## config.mk

```make
export PLATFORM = sky130hd
export DESIGN_NAME = rv_decoder
export DESIGN_NICKNAME = d
export VERILOG_FILES = /design/src/rv_decode_pkg.sv /design/src/ctrl_decode.sv /design/src/imm_gen.sv /design/src/rv_decoder.sv
export SDC_FILE = /design/constraint.sdc
export NUM_CORES = 1
export LEC_CHECK = 0
export ABC_AREA = 0
export BUFFER_PORTS_ARGS = -buffer_cell sky130_fd_sc_hd__buf_2
export CORE_MARGIN = 2
export CORE_UTILIZATION = 30
export CTS_BUF_LIST = sky130_fd_sc_hd__clkbuf_2 sky130_fd_sc_hd__clkbuf_4 sky130_fd_sc_hd__clkbuf_8
export DETAILED_ROUTE_END_ITERATION = 6
export PLACE_DENSITY = 0.62
export SLEW_MARGIN = 20
export SYNTH_ARGS = -nofsm -noshare
export SYNTH_HDL_FRONTEND = slang
export SYNTH_HIERARCHICAL = 1
export SYNTH_SLANG_ARGS = --single-unit
```

## constraint.sdc

```tcl
create_clock -name i_clk -period 1.4 [get_ports i_clk]
set_input_delay 0.07 -clock i_clk [delete_from_list [all_inputs] [get_ports i_clk]]
set_output_delay 0.07 -clock i_clk [all_outputs]
set_load 0.02 [all_outputs]
```

## src/rv_decode_pkg.sv

```systemverilog
package rv_decode_pkg;

   typedef logic [31:0] word_t;               // instruction or data word
   typedef logic [4:0]  reg_idx_t;            // x0..x31

   localparam logic [1:0] LEN_32 = 2'b11;     // low bits of a full width instr

   // major opcodes, instr bits 6:2
   typedef enum logic [4:0] {
      OPC_LOAD    = 5'b00000,
      OPC_MISCMEM = 5'b00011,                 // fence
      OPC_OPIMM   = 5'b00100,
      OPC_AUIPC   = 5'b00101,
      OPC_STORE   = 5'b01000,
      OPC_OP      = 5'b01100,
      OPC_LUI     = 5'b01101,
      OPC_BRANCH  = 5'b11000,
      OPC_JALR    = 5'b11001,
      OPC_JAL     = 5'b11011,
      OPC_SYSTEM  = 5'b11100                  // ecall, ebreak, csr
   } opcode_e;

   localparam logic [6:0] FUNCT7_BASE   = 7'b0000000;
   localparam logic [6:0] FUNCT7_ALT    = 7'b0100000; // sub, sra
   localparam logic [6:0] FUNCT7_MULDIV = 7'b0000001; // M extension

   // funct3 for OP and OP-IMM
   localparam logic [2:0] F3_ADD_SUB = 3'b000;
   localparam logic [2:0] F3_SLL     = 3'b001;
   localparam logic [2:0] F3_SLT     = 3'b010;
   localparam logic [2:0] F3_SLTU    = 3'b011;
   localparam logic [2:0] F3_XOR     = 3'b100;
   localparam logic [2:0] F3_SRL_SRA = 3'b101;
   localparam logic [2:0] F3_OR      = 3'b110;
   localparam logic [2:0] F3_AND     = 3'b111;

   // funct3 for BRANCH, 010 and 011 unused
   localparam logic [2:0] F3_BEQ  = 3'b000;
   localparam logic [2:0] F3_BNE  = 3'b001;
   localparam logic [2:0] F3_BLT  = 3'b100;
   localparam logic [2:0] F3_BGE  = 3'b101;
   localparam logic [2:0] F3_BLTU = 3'b110;
   localparam logic [2:0] F3_BGEU = 3'b111;

   typedef enum logic [4:0] {
      ALU_ADD, ALU_SUB, ALU_SLL, ALU_SLT, ALU_SLTU, ALU_XOR, ALU_SRL, ALU_SRA,
      ALU_OR, ALU_AND,
      ALU_MUL, ALU_MULH, ALU_MULHSU, ALU_MULHU, // M extension multiplies
      ALU_DIV, ALU_DIVU, ALU_REM, ALU_REMU       // M extension divides
   } alu_op_e;

   typedef enum logic       {S1_REGVAL1, S1_PC} alu_s1_sel_e;
   typedef enum logic [1:0] {S2_REGVAL2, S2_IMM} alu_s2_sel_e;
   typedef enum logic [1:0] {RIN_ALU, RIN_IMM} reg_input_sel_e;

   typedef enum logic [2:0] {
      STAGE_FETCH,                            // done, writeback in fetch
      STAGE_LOAD,
      STAGE_STORE,
      STAGE_BRANCH,
      STAGE_SYSTEM,
      STAGE_TRAP                              // illegal instr
   } exec_stage_e;

   typedef logic [5:0] branch_mask_t;

   // branch mask bit positions
   localparam int BR_BEQ  = 0;
   localparam int BR_BNE  = 1;
   localparam int BR_BLT  = 2;
   localparam int BR_BGE  = 3;
   localparam int BR_BLTU = 4;
   localparam int BR_BGEU = 5;

   typedef struct packed {
      reg_idx_t rs1;
      reg_idx_t rs2;
      reg_idx_t rd;
   } reg_fields_t;

   typedef struct packed {
      alu_op_e        alu_op;
      alu_s1_sel_e    alu_s1_sel;
      alu_s2_sel_e    alu_s2_sel;
      reg_input_sel_e reg_input_sel;
      exec_stage_e    next_stage;
      logic           wb_from_alu;            // rd <= alu result in fetch
      logic           wb_from_imm;            // rd <= imm in fetch
      logic           next_pc_from_alu;       // jumps
      logic           write_reg;              // rd written during exec
      logic [2:0]     funct3;                 // load/store width etc
      branch_mask_t   branch_mask;
   } decode_ctrl_t;

endpackage

```

## src/ctrl_decode.sv

```systemverilog
`timescale 1ns/1ps

module ctrl_decode #(
   parameter bit ENABLE_M_EXT = 1'b1
) (
   input  rv_decode_pkg::word_t        i_instr,
   output rv_decode_pkg::reg_fields_t  o_regs,
   output rv_decode_pkg::decode_ctrl_t o_ctrl
);
   import rv_decode_pkg::*;

   opcode_e    opcode;
   logic [2:0] funct3;
   logic [6:0] funct7;
   logic       is_alt;                        // sub/sra variant
   alu_op_e    op_alu;                        // alu op for OP class
   logic       op_legal;                      // funct7 accepted for OP
   alu_op_e    opimm_alu;                     // alu op for OP-IMM class

   assign opcode = opcode_e'(i_instr[6:2]);
   assign funct3 = i_instr[14:12];
   assign funct7 = i_instr[31:25];
   assign is_alt = (funct7 == FUNCT7_ALT);

   // register-register ops, funct7 picks base, alt or muldiv
   always_comb begin
      op_alu   = ALU_ADD;
      op_legal = 1'b1;
      case (funct7)
         FUNCT7_MULDIV: begin
            op_legal = ENABLE_M_EXT;          // trap when M is left out
            case (funct3)
               F3_ADD_SUB: op_alu = ALU_MUL;
               F3_SLL:     op_alu = ALU_MULH;
               F3_SLT:     op_alu = ALU_MULHSU;
               F3_SLTU:    op_alu = ALU_MULHU;
               F3_XOR:     op_alu = ALU_DIV;
               F3_SRL_SRA: op_alu = ALU_DIVU;
               F3_OR:      op_alu = ALU_REM;
               F3_AND:     op_alu = ALU_REMU;
               default:    op_alu = ALU_ADD;
            endcase
         end
         FUNCT7_BASE, FUNCT7_ALT: begin
            case (funct3)
               F3_ADD_SUB: op_alu = is_alt ? ALU_SUB : ALU_ADD;
               F3_SLL:     op_alu = ALU_SLL;  // alt bit ignored here
               F3_SLT:     op_alu = ALU_SLT;
               F3_SLTU:    op_alu = ALU_SLTU;
               F3_XOR:     op_alu = ALU_XOR;
               F3_SRL_SRA: op_alu = is_alt ? ALU_SRA : ALU_SRL;
               F3_OR:      op_alu = ALU_OR;
               F3_AND:     op_alu = ALU_AND;
               default:    op_alu = ALU_ADD;
            endcase
         end
         default: op_legal = 1'b0;            // unknown funct7
      endcase
   end

   // immediate ops, no sub, bit 30 only matters for shifts
   always_comb begin
      case (funct3)
         F3_SLL:     opimm_alu = ALU_SLL;
         F3_SLT:     opimm_alu = ALU_SLT;
         F3_SLTU:    opimm_alu = ALU_SLTU;
         F3_XOR:     opimm_alu = ALU_XOR;
         F3_SRL_SRA: opimm_alu = funct7[5] ? ALU_SRA : ALU_SRL;
         F3_OR:      opimm_alu = ALU_OR;
         F3_AND:     opimm_alu = ALU_AND;
         default:    opimm_alu = ALU_ADD;     // addi
      endcase
   end

   always_comb begin
      o_regs.rs1 = i_instr[19:15];
      o_regs.rs2 = i_instr[24:20];
      o_regs.rd  = i_instr[11:7];

      o_ctrl                  = '0;           // all flags and mask low
      o_ctrl.alu_op           = ALU_ADD;
      o_ctrl.alu_s1_sel       = S1_REGVAL1;
      o_ctrl.alu_s2_sel       = S2_REGVAL2;
      o_ctrl.reg_input_sel    = RIN_ALU;
      o_ctrl.next_stage       = STAGE_TRAP;   // unless recognised below
      o_ctrl.funct3           = funct3;

      if (i_instr[1:0] == LEN_32) begin
         case (opcode)
            OPC_OP: begin
               if (op_legal) begin
                  o_ctrl.alu_op      = op_alu;
                  o_ctrl.wb_from_alu = 1'b1;
                  o_ctrl.next_stage  = STAGE_FETCH;
               end
            end
            OPC_OPIMM: begin
               o_ctrl.alu_op      = opimm_alu;
               o_ctrl.alu_s2_sel  = S2_IMM;
               o_ctrl.wb_from_alu = 1'b1;
               o_ctrl.next_stage  = STAGE_FETCH;
            end
            OPC_LOAD: begin                   // address = rs1 + imm
               o_ctrl.alu_s2_sel = S2_IMM;
               o_ctrl.next_stage = STAGE_LOAD;
            end
            OPC_STORE: begin
               o_ctrl.alu_s2_sel = S2_IMM;
               o_ctrl.next_stage = STAGE_STORE;
            end
            OPC_JAL, OPC_JALR: begin          // link written, target from alu
               o_ctrl.alu_s1_sel       = (opcode == OPC_JAL) ? S1_PC : S1_REGVAL1;
               o_ctrl.alu_s2_sel       = S2_IMM;
               o_ctrl.write_reg        = 1'b1;
               o_ctrl.reg_input_sel    = RIN_ALU;
               o_ctrl.next_pc_from_alu = 1'b1;
               o_ctrl.next_stage       = STAGE_FETCH;
            end
            OPC_BRANCH: begin                 // compare rs1 vs rs2
               o_ctrl.next_stage = STAGE_BRANCH;
               case (funct3)
                  F3_BEQ:  o_ctrl.branch_mask[BR_BEQ]  = 1'b1;
                  F3_BNE:  o_ctrl.branch_mask[BR_BNE]  = 1'b1;
                  F3_BLT:  o_ctrl.branch_mask[BR_BLT]  = 1'b1;
                  F3_BGE:  o_ctrl.branch_mask[BR_BGE]  = 1'b1;
                  F3_BLTU: o_ctrl.branch_mask[BR_BLTU] = 1'b1;
                  F3_BGEU: o_ctrl.branch_mask[BR_BGEU] = 1'b1;
                  default: o_ctrl.branch_mask = '0;   // 010, 011 reserved
               endcase
            end
            OPC_AUIPC: begin                  // pc + upper imm
               o_ctrl.alu_s1_sel  = S1_PC;
               o_ctrl.alu_s2_sel  = S2_IMM;
               o_ctrl.wb_from_alu = 1'b1;
               o_ctrl.next_stage  = STAGE_FETCH;
            end
            OPC_LUI: begin
               o_ctrl.wb_from_imm   = 1'b1;
               o_ctrl.reg_input_sel = RIN_IMM;
               o_ctrl.next_stage    = STAGE_FETCH;
            end
            OPC_MISCMEM: o_ctrl.next_stage = STAGE_FETCH; // fence is a nop
            OPC_SYSTEM:  o_ctrl.next_stage = STAGE_SYSTEM;
            default:     o_ctrl.next_stage = STAGE_TRAP;
         endcase
      end
   end

   // a branch never tests two conditions at once
   a_mask_onehot : assert property (@(i_instr) $onehot0(o_ctrl.branch_mask))
      else $error("branch mask not one-hot: %b", o_ctrl.branch_mask);

   // illegal instr must not reach the register file
   a_trap_no_wb : assert property (@(i_instr)
      (o_ctrl.next_stage == STAGE_TRAP) |->
         !(o_ctrl.write_reg || o_ctrl.wb_from_alu || o_ctrl.wb_from_imm))
      else $error("trap with writeback flag set");

endmodule

```

## src/imm_gen.sv

```systemverilog
`timescale 1ns/1ps

module imm_gen (
   input  rv_decode_pkg::word_t i_instr,
   output rv_decode_pkg::word_t o_imm
);
   import rv_decode_pkg::*;

   opcode_e opcode;
   word_t   imm_i;                            // loads, op-imm, jalr, system
   word_t   imm_s;                            // stores
   word_t   imm_b;                            // branches
   word_t   imm_u;                            // lui, auipc
   word_t   imm_j;                            // jal

   assign opcode = opcode_e'(i_instr[6:2]);

   assign imm_i = {{20{i_instr[31]}}, i_instr[31:20]};
   assign imm_s = {{20{i_instr[31]}}, i_instr[31:25], i_instr[11:7]};
   assign imm_b = {{19{i_instr[31]}},
                   i_instr[31],               // imm[12]
                   i_instr[7],                // imm[11]
                   i_instr[30:25],            // imm[10:5]
                   i_instr[11:8],             // imm[4:1]
                   1'b0};                     // halfword aligned
   assign imm_u = {i_instr[31:12], 12'b0};
   assign imm_j = {{11{i_instr[31]}},
                   i_instr[31],               // imm[20]
                   i_instr[19:12],            // imm[19:12]
                   i_instr[20],               // imm[11]
                   i_instr[30:21],            // imm[10:1]
                   1'b0};

   // format select from the opcode
   always_comb begin
      case (opcode)
         OPC_STORE:          o_imm = imm_s;
         OPC_BRANCH:         o_imm = imm_b;
         OPC_LUI, OPC_AUIPC: o_imm = imm_u;
         OPC_JAL:            o_imm = imm_j;
         default:            o_imm = imm_i; // meaningless for R-type
      endcase
   end

endmodule

```

## src/rv_decoder.sv

```systemverilog
`timescale 1ns/1ps

module rv_decoder #(
   parameter bit ENABLE_M_EXT = 1'b1
) (
   input  logic                         i_clk,
   input  logic                         i_reset,
   input  logic                         i_en,     // one instr per strobe
   input  rv_decode_pkg::word_t         i_instr,
   output logic                         o_valid,  // result ready for one cycle
   output rv_decode_pkg::reg_fields_t   o_regs,
   output rv_decode_pkg::word_t         o_imm,
   output rv_decode_pkg::decode_ctrl_t  o_ctrl
);
   import rv_decode_pkg::*;

   word_t        imm_next;                    // comb decode results
   reg_fields_t  regs_next;
   decode_ctrl_t ctrl_next;

   imm_gen imm_gen_i (
      .i_instr (i_instr),
      .o_imm   (imm_next)
   );

   ctrl_decode #(
      .ENABLE_M_EXT (ENABLE_M_EXT)
   ) ctrl_decode_i (
      .i_instr (i_instr),
      .o_regs  (regs_next),
      .o_ctrl  (ctrl_next)
   );

   // result register held between strobes
   always_ff @(posedge i_clk) begin
      if (i_reset) begin
         o_valid <= 1'b0;
         o_regs  <= '0;
         o_imm   <= '0;
         o_ctrl  <= '0;                       // next_stage fetch and flags low
      end else begin
         o_valid <= i_en;                     // single cycle pulse per strobe
         if (i_en) begin
            o_regs <= regs_next;
            o_imm  <= imm_next;
            o_ctrl <= ctrl_next;
         end
      end
   end

   // each strobe gives exactly one valid a cycle later
   a_valid_follows_en : assert property (@(posedge i_clk) disable iff (i_reset)
      !$past(i_reset) |-> (o_valid == $past(i_en)))
      else $error("o_valid does not track i_en");

endmodule
```

Word-level counts from Yosys, hierarchy flattened
Memories as Yosys holds them, arrays and structs flattened.
Cells that the tools add are included.
- reduce and logical (&&, ||, !) cells: 10
- muxes and demuxes: 28
- eq/ne operators: 20
- operators by type and width (operator ; number):
    $pmux 31 s4 ; 1
    $pmux 5 s8 ; 1
    $pmux 5 s7 ; 1
    $eq 5x5->1 const B ; 4
    $pmux 5 s2 ; 2
    $pmux 3 s6 ; 1
    $mux 17 ; 1
    $eq 5x4->1 const B ; 3
    $mux 1 ; 14
    $eq 3x3->1 const B ; 4
    $mux 6 ; 2
    $reduce_or 6->1 ; 2
    $eq 5x3->1 const B ; 2
    $reduce_or 2->1 ; 4
    $eq 7x1->1 const B ; 1
    $eq 7x6->1 const B ; 1
    $logic_not 7->1 ; 1
    $eq 3x2->1 const B ; 2
    $eq 5x2->1 const B ; 1
    $logic_not 5->1 ; 1
    $mux 5 ; 1
    $mux 4 ; 1
    $pmux 1 s2 ; 2
    $eq 3x1->1 const B ; 1
    other kinds (4) ; 4
- logic and storage cells: 75
- memories: 1
- memory bits (read-only): 40
- input port bits: 35
- flip-flop bits (word level): 74
- output and inout port bits: 74
- memory list (name ; words ; width ; read ports ; clocked after Yosys merged registers in ; wr ports ; RTL line ; text):
    (name not given) ; 8 ; 5 ; 1 ; 0 ; 0 ; ctrl_decode.sv:32 ; case (funct3)

Longest topological paths before layout
- depth after elaboration: 7
- gate-level depth with buffers: 7
- depth with buffers taken out: 6

By module
The synthesis kept the hierarchy.
- modules (own cells, without submodules) (module ; area an instance (sq um) ; cells each ; seq. area each (sq um) ; instances):
    rv_decoder ; 2630.0 ; 237 ; 1481.4 ; 1
    ctrl_decode ; 694.4 ; 106 ; 0.0 ; 1
    imm_gen ; 396.6 ; 63 ; 0.0 ; 1

Least setup slack after synthesis
OpenSTA, ideal clock, no wires.
- path type: input-to-reg
- start point: input port i_instr[28]
- end point: register o_ctrl[21] in the netlist's numbering
- stages: 6
- path buffers: 0
- setup time: 65 ps
- slack: -153 ps
- data arrival time: 1487 ps
- path through: or4_4 > o31ai_4 > o2111ai_1 > a221oi_2 > mux2i_1 > nor2_1
- RTL lines (what ; RTL line ; text):
    from (decl) ; rv_decoder.sv:9 ; input rv_decode_pkg::word_t i_instr,
    to (signal assigned) ; rv_decoder.sv:46 ; o_ctrl <= ctrl_next;
    to (decl) ; rv_decoder.sv:13 ; output rv_decode_pkg::decode_ctrl_t o_ctrl

==> flow_summary.ini <==
[pwr]
p_leak_nw = 2.40
ir_drop_mv = 0.457
power_frac_comb_pct = 16.6
switching_share_pct = 26.2
power_density_nw_per_um2 = 1100
switching_power_w = 0.00140
seqPwrFrac_pct = 42.2
internal_power_w = 0.00395
power_frac_clock_pct = 41.2

[worst_setup_path]
critPathLaunch = i_instr[28]
worst-r2r-cell-count = 2
worst_setup_path_start_kind = input pin
worst-path-buf-inv = 2
path_cells = buf_2, or4_4, buf_4, nor2_2, nand4_1, a221oi_2, mux2i_1, nor2_1
crit_cells = 8
r2r_start = o_imm[7]$_SDFFE_PP0P_
rrSetupSlack_ns = 0.76
crit_end = o_ctrl[21]$_SDFFE_PP0P_
crit_fanout = 3
slowest_delay_ns = 0.58
slowest_stage = or4_4
reg2reg_to = o_imm[7]$_SDFFE_PP0P_
cp.arrival_ns = 1.64
crit_type = input pin to register
crit_required_ns = 1.70
endpoint_kind = register
crit_family = simple AND/OR/NAND/NOR gates

[clocking]
cts_root_buf = clkbuf_8
clock-sinks = 74
cts_tree = done
htreeDepth = 3
post-cts-setup-buffers = 0
clock_latency_ns = 0.35
numCtsBuffers = 9
cts.path.max_buffers = 2
clkTransAtPathRegs_ns = 0.08

[timing]
drv_slew = 0
whs_ns = 0.0209
fin_crit_ns = 1.34
hold_viol_final = 0
fin_ws_ns = 0.0629
post-route-period-util_pct = 95.5
skew_ns = 0
rsz0062_at_grt = false
setup_viol = 0
max_clock_freq_mhz = 748

[floorplanning]
initial_utilization_pct = 30.9
die_area_um2 = 13300
num_rows = 40
coreArea_um2 = 12100
dieHeight_um = 115
dieWidth_um = 115
pin_count = 109

[route]
ant_nets = 0
num_vias = 3208
vias_per_cell = 4.59
drc = 0
first_pass_iters = 4
drt_iter0_markers = 143
wl_um = 10100
wl_per_cell_um = 14.4

[global_route]
grt_overflow_total = 0
first_global_vias = 3133
grt_pass1_wl_um = 16200
grt_max_degree = 75
antenna_found_initial = 0
grtUsageTotal_pct = 15.8

[synth]
yosys_warnings = 6
async_flop_share_pct = 0
syn_area_per_cell_um2 = 9.17
syn_area_um2 = 3720
yosysMostFrequentCell = nor2_1
synthTopCellsByArea = dfxtp_1 (40%), mux2i_1 (20%), nor2_1 (8.4%), buf_4 (5.0%), nand2_1 (3.0%)
yosys_most_used_dff = dfxtp_1
synth_edf_count = 0
ys_seq_area_share_pct = 39.8
synth_seq_cells = 74
synthCells = 406
synth_common_cells = nor2_1 (83), dfxtp_1 (74), mux2i_1 (73)
synth_top_area_share_pct = 39.8
yosysUniqueCellTypes = 50
yosys.area.top_type = dfxtp_1

[outcome]
status = finished, final reports clean

[min_path]
hold_path.class = input pin to register

[finish]
fin_nets = 562
drive_gt1_share_pct = 31.8
fill_cells = 1218
antenna_cells = 0
synthToLayoutAreaGrowth_pct = 30.6

[place]
dp_hpwl_um = 7260
place_ws_ns = -0.388
gp_congestion = 0.791
port_buffers = 108

[run]
cap_violations = 0
-- per-stage QoR --
step | std cells | cell area (um2) | TNS, ns | utilization [%] | power [W]
after floorplan | 407 | 3720 | -0.153 | - | 0.00287
after global routing | 699 | 4860 | 0 | 40.3 | 0.00560
after CTS | 699 | 4860 | 0 | 40.3 | 0.00544
after detailed placement | 670 | 4450 | -2.49 | 36.9 | 0.00316
final | 699 | 4860 | 0 | 40.3 | 0.00535
after global placement | 670 | 4450 | -1.85 | 36.9 | 0.00314
-- state kept, by name, indices dropped and copies added, names as in the netlist --
register  count
o_valid       1
o_imm        32
o_ctrl       26
o_regs       15
-- worst min path at each step --
stage                start                       to  slack, ns  depth (start not counted)
2_1_floorplan  i_instr[15]  o_regs[10]$_SDFFE_PP0P_       0.30                          3
5_1_grt        i_instr[24]   o_regs[9]$_SDFFE_PP0P_       0.06                          3
6_report       i_instr[24]   o_regs[9]$_SDFFE_PP0P_       0.02                          3
3_5_place_dp   i_instr[11]   o_regs[4]$_SDFFE_PP0P_       0.34                          3
3_3_place_gp   i_instr[17]  o_regs[12]$_SDFFE_PP0P_       0.32                          3
4_1_cts        i_instr[24]   o_regs[9]$_SDFFE_PP0P_       0.01                          3
-- power groups by stage --
| stage | Combinational [W] | Sequential (W) | Clock [W] |
|---|---|---|---|
| global route | 0.000974 | 0.00227 | 0.00236 |
| global placement | 0.000845 | 0.00230 | 0 |
| finish | 0.000889 | 0.00225 | 0.00220 |
| detailed placement | 0.000863 | 0.00230 | 0 |
| CTS | 0.000896 | 0.00225 | 0.00229 |
| floorplan | 0.000444 | 0.00242 | 0 |
-- timing repair --
| item | 4_1_cts | 5_1_grt |
|---|---|---|
| gates cloned | 0 | 0 |
| pin swaps | 0 | 3 |
| gates resized for setup | 1 | 1 |
| hold buffers | 13 | 0 |
| endpoints found under the setup margin | 1 | 2 |
| endpoints found under the hold margin | 13 | 0 |
-- kinds of logic after synthesis --
logic type / synth area share (%)
AOI/OAI and AO/OA: 8.88
muxes: 19.6
buffers and inverters: 10.1
other: 0.101
DFF: 39.8
adders and majority gates: 0.336
and+or+nand+nor: 21.1
-- final cells by class --
class	count	area [um2]	area share (%)
multi-input combinational	279	1880	38.6
sequential	74	1480	30.5
timing repair buffer	157	1010	20.7
clock inverter	7	141	2.91
tap	168	210	4.33
inverter	5	18.8	0.386
clock buffer	9	124	2.55
-- worst register-to-register path, delay by kind of cell (launching register included) --
family	cells	cell delay (ns)
DFF	1	0.32
muxes	1	0.14
and+or+nand+nor	1	0.06
-- layer usage --
| metal | up-vias | part of all wire, % | global-route usage, % |
|---|---|---|---|
| li1 | 1605 | - | - |
| met1 | 1503 | 45 | 20.2 |
| met2 | 88 | 47 | 25.5 |
| met3 | 12 | 5.8 | 4.38 |
| met4 | 0 | 1.5 | 5.86 |
| met5 | - | 0 | 0 |
-- cells in the final DEF (no fill, tap or decap), types with 4 or more instances in the layout --
cell type        n
buf_2          107
nor2_1          82
dfxtp_1         74
mux2i_1         73
buf_4           32
nand2_1         30
dlygate4sd3_1   13
nor2b_1          9
clkbuf_8         9
a21o_1           9
nand3_1          6
nor3_1           5
nand4_1          5
a21oi_1          5
inv_1            5
o21ai_0          5
buf_12           5
bufinv_16        4
nand2b_1         4
a22o_1           4
(Power assumes the default switching activity.)
